<file path="src/logic/life_pkg.sv">
// shared geometry, serial timing, character codes and state encodings
// for the 8x8 life machine; compile this package before any other source
`default_nettype none

package life_pkg;

  localparam int BOARD_W     = 8;
  localparam int BOARD_H     = 8;
  localparam int LOG_W       = 3;
  localparam int LOG_H       = 3;
  localparam int BOARD_CELLS = BOARD_W * BOARD_H;

  typedef logic [LOG_H+LOG_W-1:0] cell_index_t;  // row in upper bits, column in lower

  // long-period starting board, bit i is cell i
  localparam logic [BOARD_CELLS-1:0] INIT_PATTERN =
    64'b1100000111010000100010100100011001111110100110011101110110010111;

  localparam int CLKS_PER_BIT  = 16;
  localparam int AUTO_INTERVAL = 20000;  // cycles between auto-run steps

  localparam logic [7:0] CHAR_ALIVE    = 8'h4F;  // 'O'
  localparam logic [7:0] CHAR_DEAD     = 8'h20;
  localparam logic [7:0] CHAR_CR       = 8'h0D;
  localparam logic [7:0] CHAR_LF       = 8'h0A;
  localparam logic [7:0] CHAR_ESC      = 8'h1B;
  localparam logic [7:0] CHAR_LBRACKET = 8'h5B;
  localparam logic [7:0] CHAR_SEMI     = 8'h3B;
  localparam logic [7:0] CHAR_H        = 8'h48;

  localparam logic [7:0] CMD_RANDOM = 8'h30;  // '0'
  localparam logic [7:0] CMD_STEP   = 8'h31;  // '1'
  localparam logic [7:0] CMD_TOGGLE = 8'h20;  // space

  typedef enum logic [1:0] {OP_LOAD_INIT, OP_RANDOM, OP_STEP} board_op_e;

  typedef enum logic [1:0] {ST_WAIT_FIRST, ST_IDLE, ST_ENGINE, ST_PRINT} ctrl_state_e;

  typedef enum logic [2:0] {PR_IDLE, PR_HOME, PR_CELL, PR_EOL, PR_WAIT} print_state_e;

endpackage

`default_nettype wire

</file>
<file path="src/logic/board_bus_if.sv">
// board bus shared by the controller, the board engine and the frame printer
// carries the operation handshake, the print handshake and the cell read port
`timescale 1ns/1ps
`default_nettype none

interface board_bus_if;
  import life_pkg::*;

  logic        op_start;
  board_op_e   op;
  logic        op_done;
  logic        print_start;
  logic        print_done;
  cell_index_t rd_index;
  logic        rd_cell;  // combinational read of the live board

  modport engine  (input op_start, op, rd_index, output op_done, rd_cell);
  modport control (input op_done, print_done, output op_start, op, print_start);
  modport printer (input print_start, rd_cell, output print_done, rd_index);
endinterface

`default_nettype wire

</file>
<file path="src/logic/uart_rx.sv">
// serial receiver, 8N1 at CLKS_PER_BIT clocks per bit
// the received byte is held on a valid/ready output until accepted
// and a newer byte overwrites one that is still held
`timescale 1ns/1ps
`default_nettype none

module uart_rx (
  input  logic       clk,
  input  logic       boot_reset,
  input  logic       rxd,
  output logic [7:0] rx_data,
  output logic       rx_valid,
  input  logic       rx_ready
);
  import life_pkg::*;

  typedef logic [$clog2(CLKS_PER_BIT)-1:0] baud_cnt_t;

  logic       rxd_meta;
  logic       rxd_sync;
  logic       busy;
  baud_cnt_t  clk_cnt;
  logic [3:0] bit_cnt;    // start bit is slot 0, stop bit is slot 9
  logic [7:0] shift_reg;

  always_ff @(posedge clk) begin
    if (boot_reset) begin
      rxd_meta <= 1'b1;
      rxd_sync <= 1'b1;
      busy     <= 1'b0;
      clk_cnt  <= '0;
      bit_cnt  <= '0;
      rx_valid <= 1'b0;
    end else begin
      rxd_meta <= rxd;
      rxd_sync <= rxd_meta;
      if (rx_valid && rx_ready)
        rx_valid <= 1'b0;
      if (!busy) begin
        if (!rxd_sync) begin          // falling edge of start bit
          busy    <= 1'b1;
          clk_cnt <= baud_cnt_t'(CLKS_PER_BIT / 2);  // first wrap lands mid start bit
          bit_cnt <= '0;
        end
      end else if (clk_cnt == baud_cnt_t'(CLKS_PER_BIT - 1)) begin
        clk_cnt <= '0;
        bit_cnt <= bit_cnt + 4'd1;
        if (bit_cnt == 4'd0) begin
          if (rxd_sync)
            busy <= 1'b0;             // glitch, not a real start bit
        end else if (bit_cnt == 4'd9) begin
          busy <= 1'b0;
          if (rxd_sync) begin         // good stop bit
            rx_data  <= shift_reg;
            rx_valid <= 1'b1;
          end
        end else begin
          shift_reg <= {rxd_sync, shift_reg[7:1]};  // lsb first
        end
      end else begin
        clk_cnt <= clk_cnt + 1'b1;
      end
    end
  end

endmodule

`default_nettype wire

</file>
<file path="src/logic/uart_tx.sv">
// serial transmitter, 8N1 at CLKS_PER_BIT clocks per bit
// accepts a byte on valid/ready only while the shifter is idle
`timescale 1ns/1ps
`default_nettype none

module uart_tx (
  input  logic       clk,
  input  logic       boot_reset,
  input  logic [7:0] tx_data,
  input  logic       tx_valid,
  output logic       tx_ready,
  output logic       txd
);
  import life_pkg::*;

  typedef logic [$clog2(CLKS_PER_BIT)-1:0] baud_cnt_t;

  logic       busy;
  baud_cnt_t  clk_cnt;
  logic [3:0] bit_cnt;    // bits already shifted after the start bit
  logic [8:0] shift_reg;  // data bits then stop bit

  assign tx_ready = !busy;

  always_ff @(posedge clk) begin
    if (boot_reset) begin
      busy    <= 1'b0;
      clk_cnt <= '0;
      bit_cnt <= '0;
      txd     <= 1'b1;  // line idles high
    end else if (!busy) begin
      if (tx_valid) begin
        busy      <= 1'b1;
        txd       <= 1'b0;  // start bit
        shift_reg <= {1'b1, tx_data};
        clk_cnt   <= '0;
        bit_cnt   <= '0;
      end
    end else if (clk_cnt == baud_cnt_t'(CLKS_PER_BIT - 1)) begin
      clk_cnt <= '0;
      if (bit_cnt == 4'd9) begin
        busy <= 1'b0;       // stop bit done
      end else begin
        txd       <= shift_reg[0];
        shift_reg <= {1'b1, shift_reg[8:1]};
        bit_cnt   <= bit_cnt + 4'd1;
      end
    end else begin
      clk_cnt <= clk_cnt + 1'b1;
    end
  end

endmodule

`default_nettype wire

</file>
<file path="src/logic/lfsr_rng.sv">
// free-running random bit source for board randomization
// 16-bit Galois LFSR with taps 16,14,13,11
`timescale 1ns/1ps
`default_nettype none

module lfsr_rng (
  input  logic clk,
  input  logic boot_reset,
  output logic random_bit
);

  logic [15:0] lfsr;

  assign random_bit = lfsr[0];

  always_ff @(posedge clk) begin
    if (boot_reset)
      lfsr <= 16'hACE1;  // any nonzero seed
    else
      lfsr <= {1'b0, lfsr[15:1]} ^ (lfsr[0] ? 16'hB400 : 16'h0000);
  end

endmodule

`default_nettype wire

</file>
<file path="src/logic/board_engine.sv">
// holds the live board and a shadow board and runs the board operations
// load and randomize write one cell per cycle; a step visits the eight
// wrapped neighbours of each cell, writes the rule result to the shadow
// board, then commits the shadow board in one cycle
`timescale 1ns/1ps
`default_nettype none

module board_engine (
  input  logic        clk,
  input  logic        boot_reset,
  input  logic        random_bit,
  board_bus_if.engine bus
);
  import life_pkg::*;

  logic [BOARD_CELLS-1:0] live;
  logic [BOARD_CELLS-1:0] shadow;
  logic             busy;
  logic             commit;
  board_op_e        op_r;
  board_op_e        cur_op;
  cell_index_t      index;
  logic [3:0]       nb_sel;    // 0..7 neighbours, 8 applies the rule
  logic [3:0]       nb_count;
  logic [LOG_H-1:0] d_row;
  logic [LOG_W-1:0] d_col;
  cell_index_t      nb_index;
  logic             last_cell;
  logic             next_alive;

  assign bus.rd_cell = live[bus.rd_index];
  assign cur_op      = busy ? op_r : bus.op;  // start cycle already does work
  assign last_cell   = (index == cell_index_t'(BOARD_CELLS - 1));

  // neighbour offsets, all ones means minus one
  always_comb begin
    case (nb_sel)
      4'd0:    begin d_row = '1;          d_col = '1;          end
      4'd1:    begin d_row = '1;          d_col = '0;          end
      4'd2:    begin d_row = '1;          d_col = LOG_W'(1);   end
      4'd3:    begin d_row = '0;          d_col = '1;          end
      4'd4:    begin d_row = '0;          d_col = LOG_W'(1);   end
      4'd5:    begin d_row = LOG_H'(1);   d_col = '1;          end
      4'd6:    begin d_row = LOG_H'(1);   d_col = '0;          end
      default: begin d_row = LOG_H'(1);   d_col = LOG_W'(1);   end
    endcase
  end

  // 3-bit sums wrap around the torus
  assign nb_index   = {index[LOG_W +: LOG_H] + d_row, index[LOG_W-1:0] + d_col};
  assign next_alive = (nb_count == 4'd3) || (live[index] && (nb_count == 4'd2));

  always_ff @(posedge clk) begin
    if (boot_reset) begin
      busy        <= 1'b0;
      commit      <= 1'b0;
      op_r        <= OP_LOAD_INIT;
      index       <= '0;
      nb_sel      <= '0;
      nb_count    <= '0;
      bus.op_done <= 1'b0;
    end else begin
      bus.op_done <= 1'b0;
      if (commit) begin
        live        <= shadow;
        commit      <= 1'b0;
        bus.op_done <= 1'b1;
      end else if (busy || bus.op_start) begin
        if (!busy) begin
          busy <= 1'b1;
          op_r <= bus.op;
        end
        case (cur_op)
          OP_LOAD_INIT, OP_RANDOM: begin
            live[index] <= (cur_op == OP_RANDOM) ? random_bit : INIT_PATTERN[index];
            index       <= index + 1'b1;
            if (last_cell) begin
              busy        <= 1'b0;
              bus.op_done <= 1'b1;
            end
          end
          OP_STEP: begin
            if (nb_sel != 4'd8) begin
              nb_count <= nb_count + {3'b000, live[nb_index]};
              nb_sel   <= nb_sel + 4'd1;
            end else begin
              shadow[index] <= next_alive;
              nb_sel        <= '0;
              nb_count      <= '0;
              index         <= index + 1'b1;
              if (last_cell) begin
                busy   <= 1'b0;
                commit <= 1'b1;  // swap boards next cycle
              end
            end
          end
          default: busy <= 1'b0;
        endcase
      end
    end
  end

endmodule

`default_nettype wire

</file>
<file path="src/logic/frame_printer.sv">
// prints the live board as one ANSI frame on the transmit handshake
// cursor home first, then eight rows of cells with CR LF between rows
// print_done pulses once the last cell byte has been taken
`timescale 1ns/1ps
`default_nettype none

module frame_printer (
  input  logic         clk,
  input  logic         boot_reset,
  board_bus_if.printer bus,
  output logic [7:0]   tx_data,
  output logic         tx_valid,
  input  logic         tx_ready
);
  import life_pkg::*;

  print_state_e     state;
  print_state_e     sent;      // kind of byte waiting in PR_WAIT
  logic [1:0]       home_cnt;
  logic             eol_lf;    // CR sent, LF next
  logic [LOG_H-1:0] row;
  logic [LOG_W-1:0] col;

  assign bus.rd_index = {row, col};

  always_ff @(posedge clk) begin
    if (boot_reset) begin
      state          <= PR_IDLE;
      sent           <= PR_IDLE;
      tx_valid       <= 1'b0;
      bus.print_done <= 1'b0;
      home_cnt       <= '0;
      eol_lf         <= 1'b0;
      row            <= '0;
      col            <= '0;
    end else begin
      bus.print_done <= 1'b0;
      case (state)
        PR_IDLE: begin
          if (bus.print_start) begin
            home_cnt <= '0;
            eol_lf   <= 1'b0;
            row      <= '0;
            col      <= '0;
            state    <= PR_HOME;
          end
        end
        PR_HOME: begin
          case (home_cnt)
            2'd0:    tx_data <= CHAR_ESC;
            2'd1:    tx_data <= CHAR_LBRACKET;
            2'd2:    tx_data <= CHAR_SEMI;
            default: tx_data <= CHAR_H;
          endcase
          tx_valid <= 1'b1;
          sent     <= PR_HOME;
          state    <= PR_WAIT;
        end
        PR_CELL: begin
          tx_data  <= bus.rd_cell ? CHAR_ALIVE : CHAR_DEAD;
          tx_valid <= 1'b1;
          sent     <= PR_CELL;
          state    <= PR_WAIT;
        end
        PR_EOL: begin
          tx_data  <= eol_lf ? CHAR_LF : CHAR_CR;
          tx_valid <= 1'b1;
          sent     <= PR_EOL;
          state    <= PR_WAIT;
        end
        PR_WAIT: begin
          if (tx_valid && tx_ready) begin  // stalls here while the transmitter is busy
            tx_valid <= 1'b0;
            case (sent)
              PR_HOME: begin
                home_cnt <= home_cnt + 2'd1;
                state    <= (home_cnt == 2'd3) ? PR_CELL : PR_HOME;
              end
              PR_EOL: begin
                eol_lf <= !eol_lf;
                if (eol_lf) begin
                  row   <= row + 1'b1;
                  state <= PR_CELL;
                end else begin
                  state <= PR_EOL;
                end
              end
              default: begin
                col <= col + 1'b1;  // wraps to 0 at row end
                if (col != LOG_W'(BOARD_W - 1)) begin
                  state <= PR_CELL;
                end else if (row != LOG_H'(BOARD_H - 1)) begin
                  state <= PR_EOL;
                end else begin
                  state          <= PR_IDLE;
                  bus.print_done <= 1'b1;
                end
              end
            endcase
          end
        end
        default: state <= PR_IDLE;
      endcase
    end
  end

endmodule

`default_nettype wire

</file>
<file path="src/logic/life_control.sv">
// command decoder and sequencer for the life machine
// takes a byte only while idle, starts the engine, then the printer
// and runs the auto-run interval timer
`timescale 1ns/1ps
`default_nettype none

module life_control (
  input  logic         clk,
  input  logic         boot_reset,
  input  logic [7:0]   rx_data,
  input  logic         rx_valid,
  output logic         rx_ready,
  board_bus_if.control bus
);
  import life_pkg::*;

  typedef logic [$clog2(AUTO_INTERVAL)-1:0] timer_t;

  ctrl_state_e state;
  logic        running;  // auto-run on
  timer_t      timer;
  logic        rx_fire;
  logic        timer_done;

  assign rx_fire    = rx_valid && rx_ready;
  assign timer_done = running && (timer == timer_t'(AUTO_INTERVAL - 1));

  always_ff @(posedge clk) begin
    if (boot_reset) begin
      state           <= ST_WAIT_FIRST;
      running         <= 1'b0;
      timer           <= '0;
      rx_ready        <= 1'b0;
      bus.op          <= OP_LOAD_INIT;
      bus.op_start    <= 1'b0;
      bus.print_start <= 1'b0;
    end else begin
      bus.op_start    <= 1'b0;
      bus.print_start <= 1'b0;
      case (state)
        ST_WAIT_FIRST: begin
          if (rx_fire) begin         // any byte loads the starting pattern
            rx_ready     <= 1'b0;
            bus.op       <= OP_LOAD_INIT;
            bus.op_start <= 1'b1;
            state        <= ST_ENGINE;
          end else begin
            rx_ready <= 1'b1;
          end
        end
        ST_IDLE: begin
          if (rx_fire) begin
            rx_ready <= 1'b0;
            case (rx_data)
              CMD_RANDOM: begin
                bus.op       <= OP_RANDOM;
                bus.op_start <= 1'b1;
                state        <= ST_ENGINE;
              end
              CMD_STEP: begin
                if (!running) begin
                  bus.op       <= OP_STEP;
                  bus.op_start <= 1'b1;
                  state        <= ST_ENGINE;
                end else begin
                  running <= 1'b0;   // step key only stops auto-run
                  timer   <= '0;
                end
              end
              CMD_TOGGLE: begin
                running <= !running;
                timer   <= '0;
              end
              default: ;             // other bytes are dropped
            endcase
          end else if (timer_done) begin
            timer        <= '0;
            rx_ready     <= 1'b0;
            bus.op       <= OP_STEP;
            bus.op_start <= 1'b1;
            state        <= ST_ENGINE;
          end else begin
            rx_ready <= 1'b1;
            if (running)
              timer <= timer + 1'b1;
          end
        end
        ST_ENGINE: begin
          if (bus.op_done) begin
            bus.print_start <= 1'b1;
            state           <= ST_PRINT;
          end
        end
        default: begin               // ST_PRINT
          if (bus.print_done)
            state <= ST_IDLE;
        end
      endcase
    end
  end

endmodule

`default_nettype wire

</file>
<file path="src/logic/life_top.sv">
// top level of the serial life machine
// receiver feeds the controller, the printer feeds the transmitter
`timescale 1ns/1ps
`default_nettype none

module life_top (
  input  logic clk,
  input  logic boot_reset,
  input  logic rxd,
  output logic txd
);

  logic [7:0] rx_data;
  logic       rx_valid;
  logic       rx_ready;
  logic [7:0] tx_data;
  logic       tx_valid;
  logic       tx_ready;
  logic       random_bit;

  board_bus_if bus ();

  uart_rx u_uart_rx (
    .clk        (clk),
    .boot_reset (boot_reset),
    .rxd        (rxd),
    .rx_data    (rx_data),
    .rx_valid   (rx_valid),
    .rx_ready   (rx_ready)
  );

  uart_tx u_uart_tx (
    .clk        (clk),
    .boot_reset (boot_reset),
    .tx_data    (tx_data),
    .tx_valid   (tx_valid),
    .tx_ready   (tx_ready),
    .txd        (txd)
  );

  lfsr_rng u_lfsr_rng (
    .clk        (clk),
    .boot_reset (boot_reset),
    .random_bit (random_bit)
  );

  board_engine u_board_engine (
    .clk        (clk),
    .boot_reset (boot_reset),
    .random_bit (random_bit),
    .bus        (bus.engine)
  );

  frame_printer u_frame_printer (
    .clk        (clk),
    .boot_reset (boot_reset),
    .bus        (bus.printer),
    .tx_data    (tx_data),
    .tx_valid   (tx_valid),
    .tx_ready   (tx_ready)
  );

  life_control u_life_control (
    .clk        (clk),
    .boot_reset (boot_reset),
    .rx_data    (rx_data),
    .rx_valid   (rx_valid),
    .rx_ready   (rx_ready),
    .bus        (bus.control)
  );

endmodule

`default_nettype wire

</file>
<file path="config.mk">
export PLATFORM = sky130hd
export DESIGN_NAME = life_top
export DESIGN_NICKNAME = d
export VERILOG_FILES = /design/src/logic/life_pkg.sv /design/src/logic/board_bus_if.sv /design/src/logic/uart_rx.sv /design/src/logic/uart_tx.sv /design/src/logic/lfsr_rng.sv /design/src/logic/board_engine.sv /design/src/logic/frame_printer.sv /design/src/logic/life_control.sv /design/src/logic/life_top.sv
export SDC_FILE = /design/constraint.sdc
export NUM_CORES = 1
export LEC_CHECK = 0
export BUFFER_PORTS_ARGS = -buffer_cell sky130_fd_sc_hd__buf_2
export CAP_MARGIN = 20
export CELL_PAD_IN_SITES_DETAIL_PLACEMENT = 0
export CELL_PAD_IN_SITES_GLOBAL_PLACEMENT = 2
export CORE_MARGIN = 2
export CORE_UTILIZATION = 40
export DETAILED_ROUTE_END_ITERATION = 16
export GPL_ROUTABILITY_DRIVEN = 0
export PLACE_DENSITY_LB_ADDON = 0.05
export SLEW_MARGIN = 20
export SYNTH_ARGS = -nofsm -noshare
export SYNTH_HDL_FRONTEND = slang
export SYNTH_HIERARCHICAL = 1
export SYNTH_SLANG_ARGS = --single-unit
</file>
<file path="constraint.sdc">
create_clock -name clk -period 5.8 [get_ports clk]
set_input_delay 0.87 -clock clk [delete_from_list [all_inputs] [get_ports clk]]
set_output_delay 0.87 -clock clk [all_outputs]
set_load 0.005 [all_outputs]
</file>
==> results by group, run 1 <==
Setup path
  – CP startpoint kind: flop
  – Req. time, crit path: 6230 ps
  – FF-to-FF path depth: 15
  – Crit-path max cell delay: 890 ps
  – Crit. path cell count: 15
  – Cell family with most CP delay: adder cells
  – Crit path DAT: 4930 ps
  – Critical Path End Type: flop
  – WP buf/inv: 1
  – CP most frequent cell: ha_1
  – Critical path class: reg2reg
  – CP Max Fanout: 18
  – Master of the slowest instance on the critical path: ha_1
  – Critical-path cell list: inv_1, ha_1, nor3_1, nor3_1, or3_1, ha_1, mux4_2, mux4_2, a21oi_1, a32oi_1, ha_1, ha_1, nand2_1, xor2_1, nor2_1

Clocking
  – H-tree depth: 1
  – CTS tree: done
  – Post-CTS Hold Fix Bufs: 0
  – Post-CTS resize count: 0
  – Clock Pin Slew Worst Setup and Hold Paths: 60 ps
  – Clk sinks: 256
  – Clk_lat worst skew: 570 ps
  – CTS root buffer: clkbuf_16
  – TritonCTS Buffers: 30
  – Max clock buf depth: 3
  – Setup Fix Bufs, Post-CTS: 0

Power
  – Seq pwr share: 50.2%
  – Comb pwr share: 0.9%
  – Static leakage: 4.86 nW
  – Clock share of power: 48.9%
  – Internal power: 0.00307 W
  – Pwr dens: 258 nW/um2
  – Worst vdd ir: 0.000264 V
  – Tot Pwr: 0.00384 W
  – NetSw: 0.000767 W
  – Net Sw Frac: 20.0%

Min path
  – Hold Path Class: reg2reg
  – Worst Hold Depth: 1

Timing
  – Achievable Freq: 0.223 GHz
  – Layout Skew: 27.9 ps
  – Period utilization: 77.4%
  – Fin crit period: 4490 ps
  – RSZ-0062 raised after global routing: no
  – Hold Vio Cnt, Final: 0
  – Slew headroom: 28.5%
  – Final setup viols: 0
  – Setup TNS: 0 ps
  – Hold_ws: 399 ps
  – Max Slew Vio Count: 0
  – Measured slew at the worst slew-check pin: 1070 ps

Global routing
  – Gr usage total: 19.5%
  – Global-route wire length before repair: 55300 um
  – M2 GR Usage: 32.6%
  – GRT overflow: 0
  – Most Used Layer, Global Route: met2
  – Met1 GRT Util: 26.9%
  – M3 GR Usage: 3.11%
  – Initial antenna violation count: 0
  – Vias in the first global route: 9509
  – Largest net degree at the start of global routing: 72

Drt
  – DR pass1 iterations: 5
  – Routed length per instance: 20.5 um
  – Post-Route WL: 34200 um
  – Drt first-iter violations: 701
  – Antenna Nets Post-Route: 0
  – DR vias: 9582
  – Vias/cell: 5.75
  – # DRC: 0

Layout
  – Biggest regs: u_board_engine/live x64, u_board_engine/shadow x64, u_lfsr_rng/lfsr x16
  – Proportion of layout cells with a drive suffix above 1: 12.8%
  – Reg area: 6720 um2
  – Number of fill cells in the layout: 3213
  – Area Growth Syn to Fin: 8.84%
  – Final nets: 1228
  – Ant diodes: 0
  – Area of the multi-input gates: 6380 um2

Synthesis
  – Synthesized cell area: 13700 um2
  – Post-Syn Nets: 1285
  – Synthesized flop and latch total: 256
  – Cells after synthesis: 1251
  – Syn_area_per_cell: 10.9 um2
  – Register area share after synthesis: 49.1%
  – Synth Flop Type: edfxtp_1
  – Asr flop ratio synth: 0%
  – Post-synth cell types: 89
  – EDFF count, synth: 159
  – Synthesis Warnings: 6

Floorplan
  – # IOs: 4
  – FP Rows: 67
  – Initial cell density of the core: 40.7%
  – DIE WIDTH: 189 um
  – Die Ht: 189 um
  – Die Area: 35700 um2
  – Core area: 33600 um2

Outcome
  – Outcome: finished, final reports clean

Flow run
  – Max-Cap Viols: 0

Placement
  – DP HPWL: 21400 um
  – IO Port Bufs: 3
per-layer routing:
metal / vias up / share of wire (%)
met5: - / 0
met4: 0 / 1.8
met3: 49 / 3.5
met2: 163 / 48
met1: 4771 / 47
li1: 4599 / -
worst paths after layout:
kind | end | slack [ps] | startpoint
max | u_board_engine/nb_count[2] | 1310 | u_board_engine/nb_sel[0]
min reg2reg | u_lfsr_rng/lfsr[5] | 400 | u_lfsr_rng/lfsr[6]
min | u_lfsr_rng/lfsr[5] | 400 | u_lfsr_rng/lfsr[6]
max reg2reg | u_board_engine/nb_count[2] | 1310 | u_board_engine/nb_sel[0]
worst register-to-register path, delay by kind of cell, from the launching register on:
kind	cells	cell delay, ps
flops	1	420
simple gates	5	840
fa+ha+maj	4	1530
buf+inv	1	90
xor+xnor	1	140
mux	2	1130
compound gates	2	230
cell usage after synthesis, drive strengths merged, types with 12 or more instances:
library cell    n  area share, %
edfxtp        159             35
inv            33           0.91
nor3           87            3.3
mux4           36            5.9
dfxtp          97             14
or3            14           0.71
o21ai          27           0.99
mux2           25            2.1
nor2          125            3.5
ha             29            2.7
o21a           68            3.8
clkbuf         68            1.9
nor2b          13           0.59
nand2          62            1.7
a21oi          42            1.5
nand3          28            1.1
buf            36            1.6
a221oi         12           0.81
a22o           69            4.4
mux2i          29            2.1
nand2b         29            1.3
or2            13           0.59
through the flow:
step / instances / area (um2) / utilization, % / worst slack, ps
floorplan: 1251 / 13700 / - / 1640
global route: 1666 / 14900 / 44.3 / 943
global placement: 1610 / 13900 / 41.3 / 1380
finish: 1666 / 14900 / 44.3 / 1310
CTS: 1666 / 14900 / 44.3 / 1280
detailed placement: 1610 / 13900 / 41.3 / 1260
logic make-up (layout without fill, tap and decap cells):
family                     count (synthesis)  after routing  share of synthesized area, %
and+or+nand+nor                          429            429                          16.3
AOI/OAI and AO/OA                        293            293                          16.2
DFF                                      256            256                          49.1
buffers and inverters                    138            105                          4.43
muxes                                     90             90                          10.1
adders and majority gates                 31             31                          2.95
xor gates and xnor gates                  13             13                         0.833
other                                      1              1                        0.0274
layout by cell type, fill, tap and decap left out, types with 8 or more instances in the layout:
master	synthesis	routed
nand4_1	8	8
nand2b_1	29	29
nor3_1	85	85
nand2_1	60	60
a221oi_1	11	11
edfxtp_1	159	159
o21a_1	67	67
nand3_1	27	27
ha_1	29	29
xnor2_1	9	9
dfxtp_1	97	96
inv_1	31	31
a22o_1	69	69
clkbuf_16	0	32
a21oi_1	42	41
buf_4	4	12
mux2i_1	29	29
clkbuf_1	68	13
nor2b_1	13	13
mux4_2	36	36
o21ai_1	16	16
mux2_2	22	22
or3_1	12	11
o21ai_0	11	11
nor2_1	123	121
a22oi_1	8	8
nand3b_1	9	9
power groups by stage:
stage	combinational, W	sequential, W	clock, W
after CTS	0.0000360	0.00193	0.00195
final	0.0000347	0.00193	0.00188
after global placement	0.0000359	0.00197	0
after detailed placement	0.0000357	0.00197	0
after floorplan	0.0000272	0.00196	0
after global routing	0.0000401	0.00193	0.00201
layout make-up:
cell class | instances | area share (%)
clock inverters | 7 | 0.589
multi-input cells | 857 | 42.9
inverters | 34 | 0.858
well taps | 448 | 3.77
flip-flops and latches | 256 | 45.2
repair buffers | 15 | 0.706
clock buffers | 49 | 6.04
Note: power is estimated with default switching activity, not from simulation.
==> inputs of run 2 (changes only) <==
Clock period 5.8 ns to 3.8 ns, I/O delays scaled along.
==> run 2 against run 1 <==
The flow now finishes with violations (negative setup slack). Via count is 2.1% higher. Largest cell class unchanged. Clock-buffer cell count is 8 lower. Largest power group unchanged. Die area stayed put. Routed wire length is 2.2% higher. Highest routed layer unchanged.
==> results by group, run 2 (same netlist as run 1, synthesis figures left out) <==
Outcome
  – Outcome: finished with violations
  – Failing checks: negative setup slack

Clocking
  – CTS root buffer: clkbuf_16
  – Post-CTS Hold Fix Bufs: 0 (unchanged)
  – CTS tree: done
  – Max clock buf depth: 3 (unchanged)
  – TritonCTS Buffers: 30 (unchanged)
  – H-tree depth: 1 (unchanged)
  – Clk sinks: 256 (unchanged)
  – Clock Pin Slew Worst Setup and Hold Paths: 60 ps (about the same)
  – Clk_lat worst skew: 550 ps (-20 ps)

Global routing
  – Initial antenna violation count: 0 (unchanged)
  – Global-route wire length before repair: 55900 um (+1.1%)
  – Largest net degree at the start of global routing: 80 (+11%)
  – Gr usage total: 19.7% (+0.21 points)
  – GRT overflow: 0 (unchanged)
  – Vias in the first global route: 9534 (+0.26%)

Drt
  – Met1 Wirelength: 16100 um (-0.21%)
  – DR vias: 9786 (+2.1%)
  – DR pass1 iterations: 5 (unchanged)
  – WL met3: 1120 um (-5.6%)
  – Drt first-iter violations: 693 (-1.1%)
  – Antenna Nets Post-Route: 0 (unchanged)
  – Top Layer Used: met4
  – Post-Route WL: 34900 um (+2.2%)
  – Met2 routed WL: 16700 um (+2.9%)
  – Vias/cell: 5.76 (+0.20%)
  – Routed length per instance: 20.6 um (+0.24%)
  – # DRC: 0 (unchanged)

Floorplan
  – Die Area: 35700 um2 (unchanged)
  – Initial cell density of the core: 40.7% (unchanged)
  – Die Ht: 189 um (unchanged)
  – DIE WIDTH: 189 um (unchanged)
  – Core area: 33600 um2 (unchanged)
  – # IOs: 4 (unchanged)
  – FP Rows: 67 (unchanged)

Layout
  – Final nets: 1260 (+2.6%)
  – Post-layout instance count excluding filler cells: 1698 (+1.9%)
  – Ant diodes: 0 (unchanged)
  – Proportion of layout cells with a drive suffix above 1: 16.9% (+4.1 points)
  – Commonest non-fill, non-tap cells in the layout: 159 x edfxtp_1, 121 x nor2_1, 94 x dfxtp_1, 83 x nor3_1, 69 x a22o_1
  – Commonest non-fill, non-tap cell in the layout: edfxtp_1
  – Biggest regs: u_board_engine/live x64, u_board_engine/shadow x64, u_lfsr_rng/lfsr x16
  – Area Growth Syn to Fin: 11.9%

Setup path
  – Cell family with most CP delay: adder cells
  – Crit-path max cell delay: 490 ps (-400 ps)
  – Critical Path End Type: flop
  – CP most frequent cell: ha_4
  – Req. time, crit path: 4210 ps (-2020 ps)
  – Master of the slowest instance on the critical path: fa_2
  – Critical-path cell list: inv_4, ha_4, nor3_4, nor3_2, or3_1, ha_2, inv_2, fa_2, buf_12, mux4_2, mux2_4, o221ai_2, a21o_1, a32oi_2, ha_4, ha_4, nand2_2, xor2_1, nor2_1
  – CP startpoint kind: flop
  – Worst reg-to-reg setup slack: -50 ps (-1360 ps)
  – WP buf/inv: 3 (+2)
  – Critical path class: reg2reg
  – Crit path DAT: 4270 ps (-660 ps)
  – CP Max Fanout: 5 (-13)

Power
  – Seq pwr share: 51.5% (+1.3 points)
  – Internal power: 0.00454 W (+48%)
  – Worst vdd ir: 0.000297 V (+12%)
  – Net Sw Frac: 20.4% (+0.47 points)
  – Clock share of power: 47.5% (-1.4 points)
  – Tot Pwr: 0.00571 W (+49%)
  – NetSw: 0.00117 W (+52%)
  – Comb pwr share: 0.9% (about the same)
  – Static leakage: 5.02 nW (+3.3%)
  – Pwr dens: 373 nW/um2 (+44%)

Flow run
  – Max-Cap Viols: 0 (unchanged)

Timing
  – Achievable Freq: 0.259 GHz (+17%)
  – Hold Vio Cnt, Final: 0 (unchanged)
  – RSZ-0062 raised after global routing: yes
  – Layout Skew: 14.5 ps (-13.4 ps)
  – Fin crit period: 3850 ps (-636 ps)
  – Final setup margin: -54.2 ps (-1360 ps)
  – Measured slew at the worst slew-check pin: 1010 ps (-67.1 ps)
  – Period utilization: 101% (+24 points)
  – Slew headroom: 32.9% (+4.3 points)
  – Final setup viols: 2 (+2)
  – Max Slew Vio Count: 0 (unchanged)

Placement
  – IO Port Bufs: 3 (unchanged)
  – DP HPWL: 21700 um (+1.4%)
  – Placed cells: 1636 (+1.6%)

Min path
  – Hold Path Class: in2reg
## run 2: changes by cell type in the layout (fill, tap and decap cells not counted), moves of 3 or more
cell and change:
ha_4 +6, clkinv_1 +7, buf_4 +25, inv_1 -3, buf_12 +4, clkbuf_1 -5
ha_1 -7
## run 2: final timing paths
kind | from | end | cells past startpoint
max | u_board_engine/nb_sel[0] | u_board_engine/nb_count[2] | 19
min | rxd | u_uart_rx/rxd_meta | 2
max reg2reg | u_board_engine/nb_sel[0] | u_board_engine/nb_count[2] | 19
min reg2reg | u_lfsr_rng/lfsr[6] | u_lfsr_rng/lfsr[5] | 1
## run 2: metal layers
layer / up-vias / track usage, %
met4: 0 / 5.38
met3: 54 / 1.95
met2: 211 / 32.9
met5: - / 0
met1: 4849 / 27.4
li1: 4672 / -
## run 2: timing repair
item | CTS | global route
setup endpoints to repair | 3 | 4
buffers inserted | 4 | 2
gates resized for setup | 29 | 9
pin swaps | 11 | 13
cloned | 2 | 0
## run 2: area by class of cell
class / count / area (um2)
flip-flops and latches: 256 / 6730
well taps: 448 / 561
repair buffers: 47 / 428
fillers: 3149 / 18300
multi-input cells: 857 / 6520
clock buffers: 41 / 833
inverters: 34 / 133
clock inverters: 15 / 96.3
## run 2: power by group through the flow
stage	sequential, W	combinational, W	clock (W)
after floorplan	0.00300	0.0000416	0
after global placement	0.00300	0.0000544	0
after detailed placement	0.00300	0.0000547	0
after CTS	0.00294	0.0000551	0.00281
after global routing	0.00294	0.0000608	0.00290
final	0.00294	0.0000530	0.00271
## run 2: through the flow
stage | utilization, % | TNS, ps | setup WS, ps | instance area (um2) | hold WS (ps)
6_report | 45.5 | -57.1 | -54.2 | 15300 | 199
5_1_grt | 45.5 | -731 | -258 | 15300 | 176
4_1_cts | 45.5 | -140 | -76.8 | 15300 | 169
3_5_place_dp | 42.1 | -187 | -123 | 14100 | 393
3_3_place_gp | 42.1 | -142 | -98.9 | 14100 | 387
2_1_floorplan | - | -16.8 | -16.8 | 13700 | 383
